--- src/source/fir_config.svh ---
`ifndef FIR_CONFIG_SVH
`define FIR_CONFIG_SVH

// axi4-lite geometry, byte addressed
`define FIR_AXI_ADDR_WIDTH 8
`define FIR_AXI_DATA_WIDTH 32
`define FIR_ADDR_LSB 2

`define FIR_DATA_WIDTH 14 // sample width
`define FIR_COEF_WIDTH 18
`define FIR_COEF_MAG 17 // fraction bits of a coefficient
`define FIR_TAPS 8
`define FIR_BANK_TAPS 4

// register word addresses
`define FIR_REG_NAME 0
`define FIR_REG_VER 1
`define FIR_REG_STAT 2
`define FIR_REG_TAPS 4
`define FIR_REG_COEF_MAG 5
`define FIR_REG_SWITCHES 20
`define FIR_COEF_BASE 32 // coefficient window, one word per tap

`define FIR_ID_NAME " RIF" // byte reversed, reads FIR on a little-endian host
`define FIR_ID_VER "01.3"
`define FIR_ID_STAT "VED "
`define FIR_SWITCH_EN 1 // switch bit that enables the filter

`endif

--- src/source/fir_pkg.sv ---
`default_nettype none

`include "fir_config.svh"

package fir_pkg;

	typedef logic [`FIR_AXI_DATA_WIDTH-1:0] axi_data_t; // one register word
	typedef logic [`FIR_AXI_ADDR_WIDTH-`FIR_ADDR_LSB-1:0] word_addr_t;

	typedef logic signed [`FIR_DATA_WIDTH-1:0] sample_t;
	typedef logic signed [`FIR_COEF_WIDTH-1:0] coef_t;
	typedef logic [$clog2(`FIR_TAPS)-1:0] tap_idx_t;

	// product width plus growth for the four taps of a bank
	typedef logic signed [`FIR_DATA_WIDTH+`FIR_COEF_WIDTH+$clog2(`FIR_BANK_TAPS)-1:0] bank_sum_t;
	// one more bit for adding the two banks
	typedef logic signed [$bits(bank_sum_t):0] acc_t;

	// write channel, response pending or not
	typedef enum logic {wr_idle, wr_resp} wr_state_t;

	typedef enum logic {rd_idle, rd_data} rd_state_t; // read data pending or not

endpackage

`default_nettype wire

--- src/source/fir_out_stage.sv ---
`timescale 1ns/10ps
`default_nettype none

`include "fir_config.svh"

module fir_out_stage (
	input wire S_AXI_ACLK,
	input wire S_AXI_ARESETN,
	input wire fir_pkg::sample_t flt_in,
	input wire flt_valid,
	input wire fir_en,
	input wire fir_pkg::bank_sum_t low_sum,
	input wire fir_pkg::bank_sum_t high_sum,
	input wire sum_valid,
	output fir_pkg::sample_t flt_out,
	output logic flt_out_valid
);

	// signed limits of a sample in the accumulator width
	localparam fir_pkg::acc_t sat_max = fir_pkg::acc_t'((1 << (`FIR_DATA_WIDTH-1)) - 1);
	localparam fir_pkg::acc_t sat_min = ~sat_max;

	fir_pkg::sample_t byp_d1; // bypass, matches the bank latency
	fir_pkg::sample_t byp_d2;
	fir_pkg::acc_t acc;
	fir_pkg::acc_t scaled;
	fir_pkg::sample_t sat_sample;

	always_comb begin
		acc = low_sum + high_sum;
		scaled = acc >>> `FIR_COEF_MAG; // drop the coefficient fraction
		if (scaled > sat_max)
			sat_sample = {1'b0, {(`FIR_DATA_WIDTH-1){1'b1}}};
		else if (scaled < sat_min)
			sat_sample = {1'b1, {(`FIR_DATA_WIDTH-1){1'b0}}};
		else
			sat_sample = scaled[`FIR_DATA_WIDTH-1:0];
	end

	always_ff @(posedge S_AXI_ACLK) begin
		if (flt_valid)
			byp_d1 <= flt_in; // same edge the banks shift
		byp_d2 <= byp_d1;
		flt_out <= fir_en ? sat_sample : byp_d2;
	end

	always_ff @(posedge S_AXI_ACLK) begin
		if (!S_AXI_ARESETN)
			flt_out_valid <= 1'b0;
		else
			flt_out_valid <= sum_valid;
	end

endmodule

`default_nettype wire

--- config.mk ---
export PLATFORM = sky130hd
export DESIGN_NAME = fir_out_stage
export DESIGN_NICKNAME = d
export VERILOG_FILES = /design/src/source/fir_pkg.sv /design/src/source/fir_out_stage.sv
export VERILOG_INCLUDE_DIRS = /design/src /design/src/source
export SDC_FILE = /design/constraint.sdc
export NUM_CORES = 1
export LEC_CHECK = 0
export ABC_AREA = 1
export BUFFER_PORTS_ARGS = -buffer_cell sky130_fd_sc_hd__buf_2
export CAP_MARGIN = 20
export CORE_MARGIN = 2
export CORE_UTILIZATION = 47
export CTS_BUF_LIST = sky130_fd_sc_hd__clkbuf_8 sky130_fd_sc_hd__clkbuf_16
export CTS_CLUSTER_SIZE = 16
export DETAILED_ROUTE_END_ITERATION = 8
export GPL_ROUTABILITY_DRIVEN = 0
export GPL_TIMING_DRIVEN = 0
export PLACE_DENSITY = 0.76
export SLEW_MARGIN = 15
export SYNTH_ARGS = -nofsm -noshare
export SYNTH_HDL_FRONTEND = slang
export SYNTH_SLANG_ARGS = --single-unit
--- constraint.sdc ---
create_clock -name S_AXI_ACLK -period 2.45 [get_ports S_AXI_ACLK]
set_input_delay 0.735 -clock S_AXI_ACLK [delete_from_list [all_inputs] [get_ports S_AXI_ACLK]]
set_output_delay 0.735 -clock S_AXI_ACLK [all_outputs]
set_load 0.05 [all_outputs]
==> impl_metrics.env <==
export IMPL_synth_xor_area_frac=0.03343
export IMPL_synth_edff_count=14
export IMPL_simple_gate_share_of_the_synthesized_area=0.2925
export IMPL_post_dp_cell_area_um2=3741
export IMPL_startpoint="low_sum[19]"
export IMPL_cts_root_buf="clkbuf_8"
export IMPL_p_leak_uw=0.002141
export IMPL_levels_on_crit_path=15
export IMPL_wire_per_inst_um=15.86
export IMPL_power_density_nw_per_um2=540.3
export IMPL_worst_path_max_fanout=5
export IMPL_crit_path_cell_trace="buf_2 -> ha_4 -> nand2_4 -> nor2_4 -> inv_2 -> nor4_2 -> nand2_2 -> nand3_1 -> nand2_2 -> nor2_2 -> nand2_2 -> nand2_4 -> buf_6 -> nand2_4 -> a21oi_2"
export IMPL_async_reset_ff_frac=0
export IMPL_synth_top_cells_by_area="dfxtp_1 18%, nand2_1 15%, edfxtp_1 13%, ha_1 13%, nor2_1 6.9%"
export IMPL_place_detailed_hpwl_um=6403
export IMPL_ctsHoldBuffers=0
export IMPL_antenna_violations_before_repair=0
export IMPL_run_status="finished, violations left"
export IMPL_min_delay_worst_type="reg2reg"
export IMPL_path_class="in2reg"
export IMPL_p_total_uw=2609
export IMPL_synthMostInstantiatedCell="nand2_1"
export IMPL_yosys_cell_types_count=32
export IMPL_min_path_cells=0
export IMPL_critPathMaxStageDelay_ns=0.32
export IMPL_diodes=0
export IMPL_router_iterations_before_antenna_repair=9
export IMPL_timing_critical_path_to_type="flop"
export IMPL_synthCells=448
export IMPL_area_share_of_fa_ha_maj_cells_after_synthesis=0.1313
export IMPL_final_layout_net_count=689
export IMPL_avgSynthCellArea_um2=7.018
export IMPL_global_route_overflow_total=0
export IMPL_timing_reg2reg_worst_path_depth=2
export IMPL_finalWirelength_um=10260
export IMPL_worst_slew_pin_slew_ns=0.4086
export IMPL_hold_viol_final=0
export IMPL_rsz0062_at_grt="true"
export IMPL_internal_power_uw=1624
export IMPL_setup_viol=10
export IMPL_first_pass_grt_wire_length_um=13440
export IMPL_clock_path_buffers=2
export IMPL_power_switching_fraction=0.3777
export IMPL_ant_nets=0
export IMPL_cts_buffers_inserted=5
export IMPL_synth_compound_gate_area_share=0.1588
export IMPL_cts_num_sinks=43
export IMPL_reg2reg_from="byp_d2[2]"
export IMPL_detail_route_drc_violations=4
export IMPL_port_buffers=100
export IMPL_clock_skew_ns=0.005245
export IMPL_achievable_frequency_mhz=404.1
export IMPL_crit_slowest_cell="ha_4"
export IMPL_detailedRoute_firstIterationViolations=273
export IMPL_first_global_vias=3165
export IMPL_timing_final_crit_period_ns=2.474
export IMPL_timing_max_cap_violations=0
export IMPL_cts_clk_slew_worst_paths_ns=0.08
export IMPL_cp_start_kind="primary input"
export IMPL_setup_slack_ns=-0.02440
export IMPL_combinationalPowerShare=0.467
export IMPL_proportion_of_synthesized_area_in_mux_cells=0
export IMPL_post_route_period_util=1.010
export IMPL_netlist_area_leader_share=0.1846
export IMPL_irDropWorstVdd_v=0.0008177
export IMPL_failed_checks="design-rule violations, negative setup slack"
export IMPL_placement_rows=29
export IMPL_dieHeight_um=85.79
export IMPL_postLayoutCellArea_um2=4828
export IMPL_synth_nets=568
export IMPL_critPathBufInv=3
export IMPL_crit_arrival_ns=2.70
export IMPL_ys_seq_area_frac=0.3183
export IMPL_clkPwrFrac=0.213
export IMPL_grt_start_max_net_pins=15
export IMPL_clock_latency_ns=0.29
export IMPL_yosys_most_used_dff="dfxtp_1"
export IMPL_cts_htree_levels=2
export IMPL_i_o_pins=102
export IMPL_area_of_the_placeable_core_um2=6422
export IMPL_synthTopCellsByCount="127 x nand2_1, 58 x nor2_1, 46 x inv_1"
export IMPL_via_per_inst=5.679
export IMPL_worst_ep_required_time_ns=2.67
export IMPL_max_slew_margin_rel=0.7276
export IMPL_cts_tree="done"
export IMPL_areaGrowthSynthToFinish_pct=53.56
export IMPL_total_global_routing_track_utilization=0.2257
export IMPL_via_count=3674
export IMPL_power_share_sequential=0.320
export IMPL_timing_critical_path_max_delay_family="simple AND/OR/NAND/NOR gates"
export IMPL_dieArea_um2=7360
export IMPL_post_synth_top_area_cell="dfxtp_1"
export IMPL_die_width_um=85.79
export IMPL_post_synth_instance_area_um2=3144
export IMPL_worst_hold_startpoint="byp_d1[10]"
export IMPL_floorplan_initialDensity=0.4896
export IMPL_synth_ff_latch_count=43
export IMPL_synth_warnings=0
export IMPL_timing_final_max_slew_violations=0
export IMPL_power_switching_uw=985.4
export IMPL_synth_top_family_by_area="simple AND/OR/NAND/NOR gates"
export IMPL_proportion_of_layout_cells_with_a_drive_suffix_above_1=0.4842
[kinds of logic (layout without fill, tap and decap cells)]
group           count (synthesis)  after routing
compound gates                 87             87
fa+ha+maj                      33             33
xor+xnor                       12             12
flops                          43             43
buf+inv                        51            173
simple gates                  222            222
[worst reg2reg max path: stages (launching register included)]
cell     delay [ns]
dfxtp_1        0.31
nor2_1         0.15
a21oi_2        0.05
[cells in the final DEF (no fill, tap or decap), types with 11 or more instances in the layout]
master    count
nor2_1       43
nand2_2      33
buf_4        11
a21oi_1      13
nand2_1      90
a21oi_2      30
edfxtp_1     14
dfxtp_1      29
nor2_2       13
nand3_1      11
inv_1        43
ha_4         31
buf_2        98
[power groups by stage]
stage | Clock (uW) | Combinational [uW] | Sequential, uW
final | 555 | 1220 | 834
after global routing | 592 | 1300 | 839
after CTS | 561 | 908 | 833
after detailed placement | 0 | 830 | 848
after global placement | 0 | 818 | 848
after floorplan | 0 | 463 | 991
[registers in the layout (all words and copies together), names as in the netlist]
register	cells
byp_d2	14
byp_d1	14
flt_out	14
flt_out_valid	1
[repair_timing]
action	4_1_cts	5_1_grt
hold endpoints to repair	0	0
setup endpoints to repair	10	13
cloned	0	2
pin swaps	3	51
gates resized for setup	44	131
setup buffers	2	10
[stage by stage]
stage               hold slack, ns  setup TNS (ns)  cells  utilization  worst slack [ns]
finish                      0.3406        -0.09046    647       0.7518          -0.02440
global placement            0.3235          -4.755    625       0.5825           -0.4024
floorplan                   0.3233               0    448            -           0.02200
global route                0.3461          -1.092    647       0.7518           -0.1024
CTS                         0.3418               0    635       0.6376         0.0001303
detailed placement          0.3269          -4.982    625       0.5825           -0.4234
[worst paths after layout]
check | end | slack, ns
max | flt_out[4] | -0.02
min | byp_d2[10] | 0.34
max reg2reg | flt_out[2] | 1.83
min reg2reg | byp_d2[10] | 0.34
[cell type report]
type,count,area (um^2)
clock buffer,6,82.58
fill,425,1594
clock inverter,2,35.03
multi-input combinational,354,2760
tap,77,96.34
inverter,47,176.4
buffer,4,33.78
timing repair buffer,114,643.1
sequential,43,1001
[routing by layer]
metal	share of wire	vias up	GRT usage
met5	0	-	0
met4	0.058	0	0.08369
met3	0.074	76	0.02695
met2	0.50	250	0.4141
met1	0.37	1631	0.2691
li1	-	1717	-
No activity file was read; power rests on OpenSTA's default activity.
