**config.mk**
```make
export PLATFORM = sky130hd
export DESIGN_NAME = fir_axil_regs
export DESIGN_NICKNAME = d
export VERILOG_FILES = /design/src/source/fir_pkg.sv /design/src/source/fir_axil_regs.sv
export VERILOG_INCLUDE_DIRS = /design/src /design/src/source
export SDC_FILE = /design/constraint.sdc
export NUM_CORES = 1
export LEC_CHECK = 0
export BUFFER_PORTS_ARGS = -buffer_cell sky130_fd_sc_hd__buf_2
export CAP_MARGIN = 20
export CORE_MARGIN = 5
export CORE_UTILIZATION = 53
export CTS_CLUSTER_SIZE = 10
export DETAILED_ROUTE_END_ITERATION = 8
export GPL_TIMING_DRIVEN = 0
export PLACE_DENSITY = 0.84
export SYNTH_ARGS = -nofsm -noshare
export SYNTH_HDL_FRONTEND = slang
export SYNTH_SLANG_ARGS = --single-unit
```
**constraint.sdc**
```tcl
create_clock -name S_AXI_ACLK -period 4.05 [get_ports S_AXI_ACLK]
set_clock_uncertainty 0.1 [all_clocks]
set_input_delay 0.405 -clock S_AXI_ACLK [delete_from_list [all_inputs] [get_ports S_AXI_ACLK]]
set_output_delay 0.405 -clock S_AXI_ACLK [all_outputs]
set_load 0.01 [all_outputs]
```
**src/source/fir_config.svh**
```systemverilog
`ifndef FIR_CONFIG_SVH
`define FIR_CONFIG_SVH

// axi4-lite geometry, byte addressed
`define FIR_AXI_ADDR_WIDTH 8
`define FIR_AXI_DATA_WIDTH 32
`define FIR_ADDR_LSB 2

`define FIR_DATA_WIDTH 14 // sample width
`define FIR_COEF_WIDTH 18
`define FIR_COEF_MAG 17 // fraction bits of a coefficient
`define FIR_TAPS 8
`define FIR_BANK_TAPS 4

// register word addresses
`define FIR_REG_NAME 0
`define FIR_REG_VER 1
`define FIR_REG_STAT 2
`define FIR_REG_TAPS 4
`define FIR_REG_COEF_MAG 5
`define FIR_REG_SWITCHES 20
`define FIR_COEF_BASE 32 // coefficient window, one word per tap

`define FIR_ID_NAME " RIF" // byte reversed, reads FIR on a little-endian host
`define FIR_ID_VER "01.3"
`define FIR_ID_STAT "VED "
`define FIR_SWITCH_EN 1 // switch bit that enables the filter

`endif

```
**src/source/fir_pkg.sv**
```systemverilog
`default_nettype none

`include "fir_config.svh"

package fir_pkg;

	typedef logic [`FIR_AXI_DATA_WIDTH-1:0] axi_data_t; // one register word
	typedef logic [`FIR_AXI_ADDR_WIDTH-`FIR_ADDR_LSB-1:0] word_addr_t;

	typedef logic signed [`FIR_DATA_WIDTH-1:0] sample_t;
	typedef logic signed [`FIR_COEF_WIDTH-1:0] coef_t;
	typedef logic [$clog2(`FIR_TAPS)-1:0] tap_idx_t;

	// product width plus growth for the four taps of a bank
	typedef logic signed [`FIR_DATA_WIDTH+`FIR_COEF_WIDTH+$clog2(`FIR_BANK_TAPS)-1:0] bank_sum_t;
	// one more bit for adding the two banks
	typedef logic signed [$bits(bank_sum_t):0] acc_t;

	// write channel, response pending or not
	typedef enum logic {wr_idle, wr_resp} wr_state_t;

	typedef enum logic {rd_idle, rd_data} rd_state_t; // read data pending or not

endpackage

`default_nettype wire

```
**src/source/fir_axil_regs.sv**
```systemverilog
`timescale 1ns/10ps
`default_nettype none

`include "fir_config.svh"

module fir_axil_regs (
	input wire S_AXI_ACLK,
	input wire S_AXI_ARESETN,
	input wire [`FIR_AXI_ADDR_WIDTH-1:0] S_AXI_AWADDR,
	input wire S_AXI_AWVALID,
	output logic S_AXI_AWREADY,
	input wire [`FIR_AXI_DATA_WIDTH-1:0] S_AXI_WDATA,
	input wire S_AXI_WVALID,
	output logic S_AXI_WREADY,
	output wire [1:0] S_AXI_BRESP,
	output logic S_AXI_BVALID,
	input wire S_AXI_BREADY,
	input wire [`FIR_AXI_ADDR_WIDTH-1:0] S_AXI_ARADDR,
	input wire S_AXI_ARVALID,
	output logic S_AXI_ARREADY,
	output fir_pkg::axi_data_t S_AXI_RDATA,
	output wire [1:0] S_AXI_RRESP,
	output logic S_AXI_RVALID,
	input wire S_AXI_RREADY,
	output wire [7:0] leds,
	output wire fir_en,
	output logic coef_wr_en,
	output fir_pkg::tap_idx_t coef_wr_idx,
	output fir_pkg::coef_t coef_wr_data
);

	fir_pkg::wr_state_t wr_state;
	fir_pkg::rd_state_t rd_state;

	fir_pkg::word_addr_t wr_word; // word address of the write
	fir_pkg::word_addr_t rd_word;
	fir_pkg::word_addr_t coef_off; // offset into the coefficient window
	fir_pkg::axi_data_t switches;
	fir_pkg::axi_data_t rd_mux;

	logic wr_fire; // write handshake on this edge
	logic rd_fire;
	logic coef_hit;

	assign S_AXI_BRESP = 2'b00; // always OKAY
	assign S_AXI_RRESP = 2'b00;

	assign wr_word = S_AXI_AWADDR[`FIR_AXI_ADDR_WIDTH-1:`FIR_ADDR_LSB];
	assign rd_word = S_AXI_ARADDR[`FIR_AXI_ADDR_WIDTH-1:`FIR_ADDR_LSB];

	// both channels presented together, ready pulsed for one cycle
	assign wr_fire = S_AXI_AWREADY && S_AXI_AWVALID && S_AXI_WVALID;
	assign rd_fire = S_AXI_ARREADY && S_AXI_ARVALID;

	// words below the window wrap past FIR_TAPS and miss
	assign coef_off = wr_word - fir_pkg::word_addr_t'(`FIR_COEF_BASE);
	assign coef_hit = coef_off < fir_pkg::word_addr_t'(`FIR_TAPS);

	assign leds = switches[7:0];
	assign fir_en = switches[`FIR_SWITCH_EN]; // low means bypass

	// write channel FSM
	always_ff @(posedge S_AXI_ACLK) begin
		if (!S_AXI_ARESETN) begin
			wr_state <= fir_pkg::wr_idle;
			S_AXI_AWREADY <= 1'b0;
			S_AXI_WREADY <= 1'b0;
			S_AXI_BVALID <= 1'b0;
		end else begin
			case (wr_state)
				fir_pkg::wr_idle: begin
					if (wr_fire) begin
						S_AXI_AWREADY <= 1'b0; // end of the ready pulse
						S_AXI_WREADY <= 1'b0;
						S_AXI_BVALID <= 1'b1;
						wr_state <= fir_pkg::wr_resp;
					end else if (!S_AXI_AWREADY && S_AXI_AWVALID && S_AXI_WVALID) begin
						S_AXI_AWREADY <= 1'b1;
						S_AXI_WREADY <= 1'b1;
					end else begin
						S_AXI_AWREADY <= 1'b0;
						S_AXI_WREADY <= 1'b0;
					end
				end
				fir_pkg::wr_resp: begin
					if (S_AXI_BREADY) begin // response taken
						S_AXI_BVALID <= 1'b0;
						wr_state <= fir_pkg::wr_idle;
					end
				end
				default: wr_state <= fir_pkg::wr_idle;
			endcase
		end
	end

	// switch register and the coefficient strobe
	always_ff @(posedge S_AXI_ACLK) begin
		if (!S_AXI_ARESETN) begin
			switches <= '0;
			coef_wr_en <= 1'b0;
		end else begin
			coef_wr_en <= wr_fire && coef_hit; // single cycle
			if (wr_fire && wr_word == fir_pkg::word_addr_t'(`FIR_REG_SWITCHES))
				switches <= S_AXI_WDATA; // full word, no strobes
		end
	end

	// index and value ride along with the strobe
	always_ff @(posedge S_AXI_ACLK) begin
		if (wr_fire) begin
			coef_wr_idx <= fir_pkg::tap_idx_t'(coef_off);
			// sign from the top bit, magnitude bits from the bottom
			coef_wr_data <= {S_AXI_WDATA[`FIR_AXI_DATA_WIDTH-1],
				S_AXI_WDATA[`FIR_COEF_WIDTH-2:0]};
		end
	end

	// read channel FSM
	always_ff @(posedge S_AXI_ACLK) begin
		if (!S_AXI_ARESETN) begin
			rd_state <= fir_pkg::rd_idle;
			S_AXI_ARREADY <= 1'b0;
			S_AXI_RVALID <= 1'b0;
		end else begin
			case (rd_state)
				fir_pkg::rd_idle: begin
					if (rd_fire) begin
						S_AXI_ARREADY <= 1'b0;
						S_AXI_RVALID <= 1'b1; // data follows the handshake
						rd_state <= fir_pkg::rd_data;
					end else if (!S_AXI_ARREADY && S_AXI_ARVALID) begin
						S_AXI_ARREADY <= 1'b1;
					end else begin
						S_AXI_ARREADY <= 1'b0;
					end
				end
				fir_pkg::rd_data: begin
					if (S_AXI_RREADY) begin
						S_AXI_RVALID <= 1'b0;
						rd_state <= fir_pkg::rd_idle;
					end
				end
				default: rd_state <= fir_pkg::rd_idle;
			endcase
		end
	end

	// read decode, coefficient window is write-only
	always_comb begin
		case (rd_word)
			fir_pkg::word_addr_t'(`FIR_REG_NAME): rd_mux = `FIR_ID_NAME;
			fir_pkg::word_addr_t'(`FIR_REG_VER): rd_mux = `FIR_ID_VER;
			fir_pkg::word_addr_t'(`FIR_REG_STAT): rd_mux = `FIR_ID_STAT;
			fir_pkg::word_addr_t'(`FIR_REG_TAPS): rd_mux = fir_pkg::axi_data_t'(`FIR_TAPS);
			fir_pkg::word_addr_t'(`FIR_REG_COEF_MAG): rd_mux = fir_pkg::axi_data_t'(`FIR_COEF_MAG);
			fir_pkg::word_addr_t'(`FIR_REG_SWITCHES): rd_mux = switches;
			default: rd_mux = '0; // unmapped
		endcase
	end

	always_ff @(posedge S_AXI_ACLK) begin
		if (rd_fire)
			S_AXI_RDATA <= rd_mux;
	end

endmodule

`default_nettype wire

```
==> results.tsv, run 1 <==
metric	value	unit
CTS Sinks	92	
die area	8590	um^2
Pwr Density	380	nW/um^2
final wirelength	7980	um
FILL cells	499	
LEAKAGE	2.05	nW
CP Max Fanout	10	
Critical R2R Launch	S_AXI_WREADY	
Top delay family on crit path	simple AND/OR/NAND/NOR gates	
largest cells by area after synthesis	edfxtp_1 (44%), dfxtp_1 (22%), mux2i_1 (8.8%)	
most numerous cell in the Yosys netlist	nand2_1	
internal power	1.33	mW
Clk pin slew, worst setup/hold paths	100	ps
status	completed	
Mapped Avg Cell Area	12.5	um^2
cells on worst reg2reg path	4	
net switching power figure	0.394	mW
Synth Register Bits	92	
DRT Pass-1 Iters	4	
CTS H-tree lvls	3	
crit path time final	1650	ps
via count of the first global-routing pass	2679	
critical path arrival	1820	ps
TritonCTS Buffers	9	
# rows	30	
Synthesis Warnings	0	
top-area cell type share of the netlist area	43.9	%
residual overflow from global routing	0	
Switching Share	22.9	%
Hold Violations, Final	0	
worst skew pair latency	350	ps
Routed WL per cell	15.8	um
non-filler cells, final	505	
Tot Pwr	1.72	mW
initial antenna violation count	0	
worst-margin pin slew	807	ps
top cell type by total area after synthesis	edfxtp_1	
CTS Buffer Depth	2	
largest net degree at the start of global routing	33	
post-synthesis sequential area ratio	65.5	%
# DRC	0	
EDFF count, synth	53	
fmax	606	MHz
Worst Hold Path EP	coef_wr_data[15]	
ys flop type	edfxtp_1	
gr usage total	19.1	%
cells after synthesis	289	
Final Max Slew Viols	0	
Post-DP HPWL	5660	um
share of cells above drive strength 1	37.4	%
initial DRC count	139	
setup violators final	0	
nets@finish	475	
first-pass GRT wire length	12800	um
antenna cells	0	
placed insts	488	
Finished Cell Area	4540	um^2
Netlist cell types	33	
worst path cell trace	nand4b_1, nor3_4, buf_8, mux2i_1	
clock power share	36.4	%
Hold Crit Start	S_AXI_WDATA[15]	
Reg2Reg Setup Slack	2400	ps
height of the chip	92.7	um
port buffer count	116	
Hold Path Stages	1	
Worst path slowest cell	nor3_4	
gpl congestion	0.747	
RSZ-0062 raised after global routing	false	
Rel. slew slack	46.2	%
Post-DRT Antenna Nets	0	
via count	2522	
Die X	92.7	um
CP required	4220	ps
CP Capture Type	register	
WP buf/inv	1	
CTS tree	built	
initial core utilization	53.9	%
Reg-to-Reg End	switches[19]	
Final Cycle Share	40.8	%
combinational share of power	5.6	%
I/O Pins	127	
Post-CTS Hold Buffers	0	
area delta synth->final	25.2	%
Post-synth top cells	nand2_1 (69), edfxtp_1 (53), dfxtp_1 (39), mux2i_1 (32), a21o_1 (20)	
Cell Area, Placed	4320	um^2
max_cap viols	0	
average vias per placed instance	4.99	
Crit Path Category	register to register	
setup bufs post-CTS	0	
peak supply drop	0.150	mV
Flop pwr share	58.0	%
critical path startpoint category	register	
Crit path largest cell delay	440	ps
core footprint	6720	um^2
CTS root buf	clkbuf_8	
setup TNS	0	ps
ys async rst share	0	%
synthesized cell area	3620	um^2
Post-CTS Resized	0	
Worst Hold Class	primary input to register	
-- power groups by stage --
stage	Sequential, mW	Combinational [mW]	Clock, mW
2_1_floorplan	1.03	0.0404	0
3_3_place_gp	1.02	0.0935	0
3_5_place_dp	1.02	0.0963	0
4_1_cts	1.00	0.0969	0.638
5_1_grt	1.00	0.107	0.677
6_report	0.999	0.0960	0.627
-- layout by cell type (no fill, tap or decap), drive strengths merged, types with 7 or more instances in the layout --
master  netlist  final
a21o         20     20
and2          9      9
buf          19    136
clkbuf        9     18
dfxtp        39     39
edfxtp       53     53
mux2i        32     32
nand2        69     69
nor2          7      7
-- flip-flops by register name (all words and copies together), names as in the netlist --
signal	flops
switches	32
rd_state	1
wr_state	1
coef_wr_data	18
coef_wr_idx	3
S_AXI_RVALID	1
S_AXI_WREADY	1
S_AXI_BVALID	1
S_AXI_RDATA	32
coef_wr_en	1
S_AXI_ARREADY	1
-- area by class of cell --
| type | count | area [um^2] | area share (%) |
|---|---|---|---|
| Buffer | 28 | 191 | 4.22 |
| Clock buffer | 9 | 124 | 2.73 |
| Clock inverter | 7 | 81.3 | 1.79 |
| Inverter | 1 | 3.75 | 0.0828 |
| Multi-Input combinational cell | 171 | 1070 | 23.5 |
| Sequential cell | 92 | 2370 | 52.3 |
| Tap cell | 80 | 100 | 2.21 |
| Timing Repair Buffer | 117 | 596 | 13.1 |
-- metal layers --
metal / vias to the layer above / track usage [%] / routed length [um]
met5: - / 0 / 0
met4: 0 / 6.84 / 81
met3: 9 / 5.28 / 577
met2: 89 / 32.5 / 4050
met1: 1178 / 23.4 / 3270
li1: 1246 / - / -
-- kinds of logic (layout without fill, tap and decap cells) --
| logic type | after synthesis | after routing | share of synthesized area, % |
|---|---|---|---|
| AOI/OAI and AO/OA | 31 | 31 | 6.39 |
| xor gates and xnor gates | 1 | 1 | 0.242 |
| buffers and inverters | 29 | 162 | 5.39 |
| DFF | 92 | 92 | 65.5 |
| muxes | 32 | 32 | 8.84 |
| other | 1 | 4 | 0.104 |
| and+or+nand+nor | 103 | 103 | 13.5 |
-- through the flow --
step / worst slack, ps / utilization [%] / hold slack [ps]
final: 2400 / 67.5 / 126
after global routing: 2260 / 67.5 / 112
after CTS: 2150 / 67.3 / 108
after detailed placement: 2110 / 64.2 / 345
after global placement: 1870 / 64.2 / 339
after floorplan: 2320 / - / 330
-- worst max path at each step --
stage / start / to / slack, ps / cells after the start
after detailed placement: S_AXI_WVALID / wr_state / 2110 / 4
final: S_AXI_WREADY / switches[19] / 2400 / 4
after global placement: S_AXI_ARVALID / S_AXI_RDATA[12] / 1870 / 2
after CTS: S_AXI_WREADY / wr_state / 2150 / 3
after global routing: S_AXI_WREADY / switches[7] / 2260 / 4
after floorplan: S_AXI_ARREADY / S_AXI_RDATA[0] / 2320 / 1
Power figures use the tool's default switching activity.
==> run 2: changes to the inputs <==
- CORE_UTILIZATION: 53 -> 45
- PLACE_DENSITY: 0.84 -> 0.76
- clock period: 4.05 -> 1.4 ns (I/O delays scaled with it)
==> run 2 against run 1 <==
The flow now finishes with violations (setup timing); register-to-register slack lost 2400 ps; count of clock-buffer cells in the layout unchanged; non-clock buffer count grew 47; clock power increased to 3.7 times the previous value; worst hold slack got worse by 92 ps; wire length increased by 9.5%; flip-flop and latch count did not move; critical path type unchanged; critical endpoint is now switches[9]; largest cell class unchanged; largest power group unchanged; highest routed layer unchanged.
==> results.tsv, run 2 (same netlist as run 1, synthesis figures left out) <==
metric	value	unit	change
CTS root buf	clkbuf_8		
peak supply drop	0.646	mV	+330%
Final Cycle Share	101	%	+60 points
Worst path slowest cell	dfxtp_2		
gr usage total	17.8	%	-1.4 points
WP buf/inv	2		+1
Post-DRT Antenna Nets	0		unchanged
average vias per placed instance	4.68		-6.3%
Crit Path Category	register to register		
Largest regs	S_AXI_RDATA: 32 flops, switches: 32 flops, coef_wr_data: 18 flops		
Routed WL per cell	15.2	um	-3.6%
fmax	708	MHz	+17%
crit path time final	1410	ps	-239 ps
area of the multi-input gates	1080	um^2	+0.82%
gpl congestion	0.745		-0.33%
via count	2687		+6.5%
Top cell by count, worst path	buf_12		
height of the chip	99.7	um	+7.6%
Cell Area, Placed	4350	um^2	+0.72%
CTS tree	built		
first-pass GRT wire length	13700	um	+6.8%
share of cells above drive strength 1	35.4	%	-2.0 points
Tot Pwr	5.60	mW	+230%
via count of the first global-routing pass	2731		+1.9%
status	finished, violations left		
placed insts	510		+4.5%
Crit path largest cell delay	350	ps	-90 ps
setup violators final	5		+5
Top delay family on crit path	simple AND/OR/NAND/NOR gates		
failing checks	setup timing		
max_cap viols	0		unchanged
final wirelength	8740	um	+9.5%
initial antenna violation count	0		unchanged
most frequent cells in the layout	buf_2 (119), nand2_1 (68), edfxtp_1 (53)		
RSZ-0062 raised after global routing	true		
die area	9940	um^2	+16%
Post-DP HPWL	5840	um	+3.1%
nets@finish	522		+9.9%
initial core utilization	46.6	%	-7.3 points
TritonCTS Buffers	9		unchanged
antenna cells	0		unchanged
CP Capture Type	register		
CTS H-tree lvls	3		unchanged
Pwr Density	1090	nW/um^2	+190%
critical path startpoint category	register		
residual overflow from global routing	0		unchanged
initial DRC count	70		-50%
Clk pin slew, worst setup/hold paths	100	ps	about the same
# DRC	0		unchanged
DRT Pass-1 Iters	4		unchanged
CP Max Fanout	10		unchanged
I/O Pins	127		unchanged
core footprint	7770	um^2	+16%
CTS Sinks	92		unchanged
area delta synth->final	41.7	%	
Final Max Slew Viols	0		unchanged
Worst Hold Class	primary input to register		
Final WS setup	-12.3	ps	-2410 ps
worst skew pair latency	360	ps	about the same
Hold Violations, Final	0		unchanged
CTS Buffer Depth	2		unchanged
port buffer count	116		unchanged
worst-margin pin slew	554	ps	-252 ps
Finished Cell Area	5130	um^2	+13%
# rows	32		+6.7%
setup TNS	-27.2	ps	-27.2 ps
worst path cell trace	nand4b_1, nor3_4, buf_12, buf_12, mux2i_1		
CP required	1590	ps	-2630 ps
FILL cells	616		+23%
Rel. slew slack	63.0	%	+17 points
LEAKAGE	2.30	nW	+12%
non-filler cells, final	574		+14%
largest net degree at the start of global routing	33		unchanged
most common cell after layout, fill and taps aside	buf_2		
critical path arrival	1600	ps	-220 ps
register area	2370	um^2	about the same
Die X	99.7	um	+7.6%
fin util	66.1	%	-1.4 points
run 2: cell type report:
type / count / area share (%)
inverter: 1 / 0.0731
clock buffer: 9 / 2.41
tap: 102 / 2.49
sequential: 92 / 46.2
buffer: 28 / 4.02
clock inverter: 7 / 2.83
multi-input combinational: 171 / 21.0
timing repair buffer: 164 / 21.0
run 2: worst register-to-register path: stages, from the launching register on:
cell	delay (ps)
dfxtp_2	350
nand4b_1	170
nor3_4	210
buf_12	160
buf_12	150
mux2i_1	200
run 2: per-stage QoR:
stage,hold WS [ps],setup slack (ps)
after CTS,5.67,-54.1
after global routing,24.1,-72.8
after global placement,223,-247
after floorplan,117,-11.4
after detailed placement,222,-285
final,33.9,-12.3
run 2: repair_timing:
item,in CTS,in global routing
buffers inserted,3,2
endpoints found under the hold margin,58,1
resized for setup,3,2
hold buffers,41,1
setup endpoints to repair,32,38
pin swaps,2,1
gates cloned,0,1
run 2: per-layer routing:
| layer | track usage [%] | vias to the layer above | wire [um] |
|---|---|---|---|
| li1 | - | 1340 | - |
| met1 | 22.4 | 1261 | 3770 |
| met2 | 30.3 | 80 | 4380 |
| met3 | 5.47 | 6 | 536 |
| met4 | 3.57 | 0 | 63 |
| met5 | 0 | - | 0 |
run 2: path summary, 6_finish.rpt:
kind         cells after the start           end          start  slack, ps
max reg2reg                      5   switches[9]   S_AXI_WREADY        -10
max                              5   switches[9]   S_AXI_WREADY        -10
min                              3      rd_state  S_AXI_ARVALID         30
min reg2reg                      2  switches[25]   switches[25]        360
run 2: where the power goes:
part,internal (mW),switching (mW)
clock network,1.38,0.956
logic,0.194,0.181
registers,2.88,0.0114
total,4.46,1.15
==> run 3: changes to the inputs <==
- ABC_AREA: default -> 1
- PLACE_DENSITY: 0.76 -> 0.75
==> run 3 against run 2 <==
The flow now finishes without violations; wire length grew 10%; critical path depth unchanged; die area increased by 5.6%; synthesized cell count rose by 43%; worst hold slack lost 18 ps; clock power is 21% lower; total power shrank 6.0%; register-to-register slack improved by 90 ps; global-route usage increased by 0.81 points; combinational power rose by 32%; synthesized area up 6.3%; cell count up 20%; largest cell class unchanged; largest power group unchanged.
==> results.tsv, run 3 <==
metric	value	unit	change
setup violators final	0		-5
max_cap viols	0		unchanged
CTS Sinks	92		unchanged
DRT Pass-1 Iters	5		+1
Hold WS	15.7	ps	-18.2 ps
most frequent cells in the layout	buf_2 (125), nor2_1 (80), nand2_1 (73)		
worst skew pair latency	360	ps	about the same
first-pass GRT wire length	15000	um	+9.9%
fin util	62.9	%	-3.2 points
end of the critical path	S_AXI_WREADY		
I/O Pins	127		unchanged
Mapped Avg Cell Area	9.34	um^2	-25%
# DRC	0		unchanged
Netlist cell types	23		-30%
Critical R2R Launch	wr_state		
die area	10500	um^2	+5.6%
initial antenna violation count	0		unchanged
via count	3339		+24%
critical path startpoint category	primary input		
# rows	33		+3.1%
Final Max Slew Viols	0		unchanged
initial DRC count	152		+120%
Synthesis Warnings	0		unchanged
via count of the first global-routing pass	3243		+19%
cells after synthesis	412		+43%
initial core utilization	46.6	%	about the same
CTS H-tree lvls	3		unchanged
largest net degree at the start of global routing	31		-6.1%
gr usage total	18.6	%	+0.81 points
post-synthesis sequential area ratio	61.6	%	-3.9 points
ys flop type	edfxtp_1		
RSZ-0062 raised after global routing	true		
most numerous cell in the Yosys netlist	nor2_1		
Reg2Reg Setup Slack	80	ps	+90 ps
Post-DP HPWL	6640	um	+14%
TritonCTS Buffers	9		unchanged
port buffer count	117		+0.86%
nets@finish	636		+22%
Post-DRT Antenna Nets	0		unchanged
Reg-to-Reg End	S_AXI_WREADY		
area delta synth->final	34.9	%	
Largest regs	S_AXI_RDATA: 32 flops, switches: 32 flops, coef_wr_data: 18 flops		
peak supply drop	0.564	mV	-13%
Clk pin slew, worst setup/hold paths	90	ps	about the same
Final WS setup	72.7	ps	+85.0 ps
gpl congestion	0.920		+23%
share of cells above drive strength 1	30.0	%	-5.3 points
synthesized cell area	3850	um^2	+6.3%
top cell type by total area after synthesis	edfxtp_1		
EDFF count, synth	53		unchanged
Pwr Density	1010	nW/um^2	-7.1%
crit path time final	1330	ps	-85.0 ps
Synth Register Bits	92		unchanged
critical path arrival	1520	ps	-80 ps
Worst Hold Class	primary input to register		
cells on worst reg2reg path	4		-1
CTS root buf	clkbuf_8		
Hold Violations, Final	0		unchanged
Die X	102	um	+2.8%
FILL cells	696		+13%
antenna cells	0		unchanged
worst setup path startpoint	S_AXI_WVALID		
largest cells by area after synthesis	edfxtp_1 (41%), dfxtp_1 (20%), nor2_1 (7.8%)		
Post-synth top cells	nor2_1 (80), nand2_1 (74), inv_1 (54), edfxtp_1 (53), dfxtp_1 (39)		
LEAKAGE	2.44	nW	+6.0%
final wirelength	9620	um	+10%
fmax	753	MHz	+6.4%
status	completed		
Crit Path Category	primary input to register		
most common cell after layout, fill and taps aside	buf_2		
CP Capture Type	register		
setup TNS	0	ps	+27.2 ps
CP Max Fanout	2		-8
Final Cycle Share	94.8	%	-6.1 points
core footprint	8260	um^2	+6.3%
ys async rst share	0	%	unchanged
height of the chip	102	um	+2.8%
CTS tree	built		
CP required	1590	ps	about the same
pre-CTS WS	-178	ps	+106 ps
top-area cell type share of the netlist area	41.3	%	-2.6 points
Routed WL per cell	13.9	um	-8.6%
average vias per placed instance	4.83		+3.2%
residual overflow from global routing	0		unchanged
CTS Buffer Depth	2		unchanged
run 3: cell count changes after synthesis, moves of 7 or more:
cell	change
a21o_1	-20
and2_1	-9
buf_2	+7
inv_1	+53
mux2i_1	-32
nand3_1	+23
nand4_1	+34
nor2_1	+74
run 3: where the power goes:
| group | leakage [nW] | total (mW) | switching, mW | internal, mW |
|---|---|---|---|---|
| Combinational | 1.54 | 0.495 | 0.275 | 0.220 |
| Sequential | 0.799 | 2.93 | 0.0190 | 2.91 |
| Clock | 0.0995 | 1.84 | 0.950 | 0.889 |
run 3: timing repair:
action / CTS / global route
pin swaps: 1 / 2
setup endpoints to repair: 63 / 47
gates cloned: 1 / 0
gates resized for setup: 3 / 3
endpoints found under the hold margin: 33 / 0
hold buffers: 33 / 0
setup buffers: 2 / 2
run 3: routing by layer:
| layer | track usage [%] | wire length [um] |
|---|---|---|
| met3 | 3.38 | 607 |
| met2 | 31.5 | 4800 |
| met4 | 8.78 | 271 |
| met1 | 23.0 | 3940 |
| met5 | 0 | 0 |
run 3: cell families after synthesis:
group,Yosys count,share of synthesized area [%]
compound gates,9,1.23
buf+inv,89,10.9
flops,92,61.6
other cells,1,0.0974
simple gates,221,26.2
run 3: worst min-delay path by stage:
stage / from / endpoint / slack, ps / depth (start not counted)
2_1_floorplan: S_AXI_WDATA[0] / coef_wr_data[0] / 140 / 0
3_3_place_gp: S_AXI_WDATA[31] / coef_wr_data[17] / 230 / 1
3_5_place_dp: S_AXI_WDATA[11] / coef_wr_data[11] / 230 / 1
4_1_cts: S_AXI_WDATA[22] / switches[22] / 0.5 / 5
5_1_grt: S_AXI_WDATA[25] / switches[25] / 20 / 5
6_report: S_AXI_ARESETN / switches[0] / 20 / 3
run 3: metrics by stage:
stage                     instance area (um^2)  power (mW)  std cells
after floorplan                           3870        3.21        415
after CTS                                 5160        5.29        689
final                                     5190        5.27        691
after global placement                    4590        3.38        637
after global routing                      5190        5.46        691
after detailed placement                  4590        3.39        637
run 3: final cells by class:
class | count | area [um^2] | area share, %
Sequential cell | 92 | 2370 | 45.7
Multi-Input combinational cell | 234 | 1070 | 20.7
Timing Repair Buffer | 154 | 958 | 18.5
Buffer | 33 | 225 | 4.34
Inverter | 56 | 214 | 4.12
Clock buffer | 10 | 138 | 2.65
Tap cell | 105 | 131 | 2.53
Clock inverter | 6 | 71.3 | 1.37
Timing Repair inverter | 1 | 7.51 | 0.145
run 3: worst max-delay path, cell delays in order:
cell and delay [ps]:
buf_2 90, dlygate4sd3_1 550, nand3_1 70, dlygate4sd3_1 560, a21oi_1 110
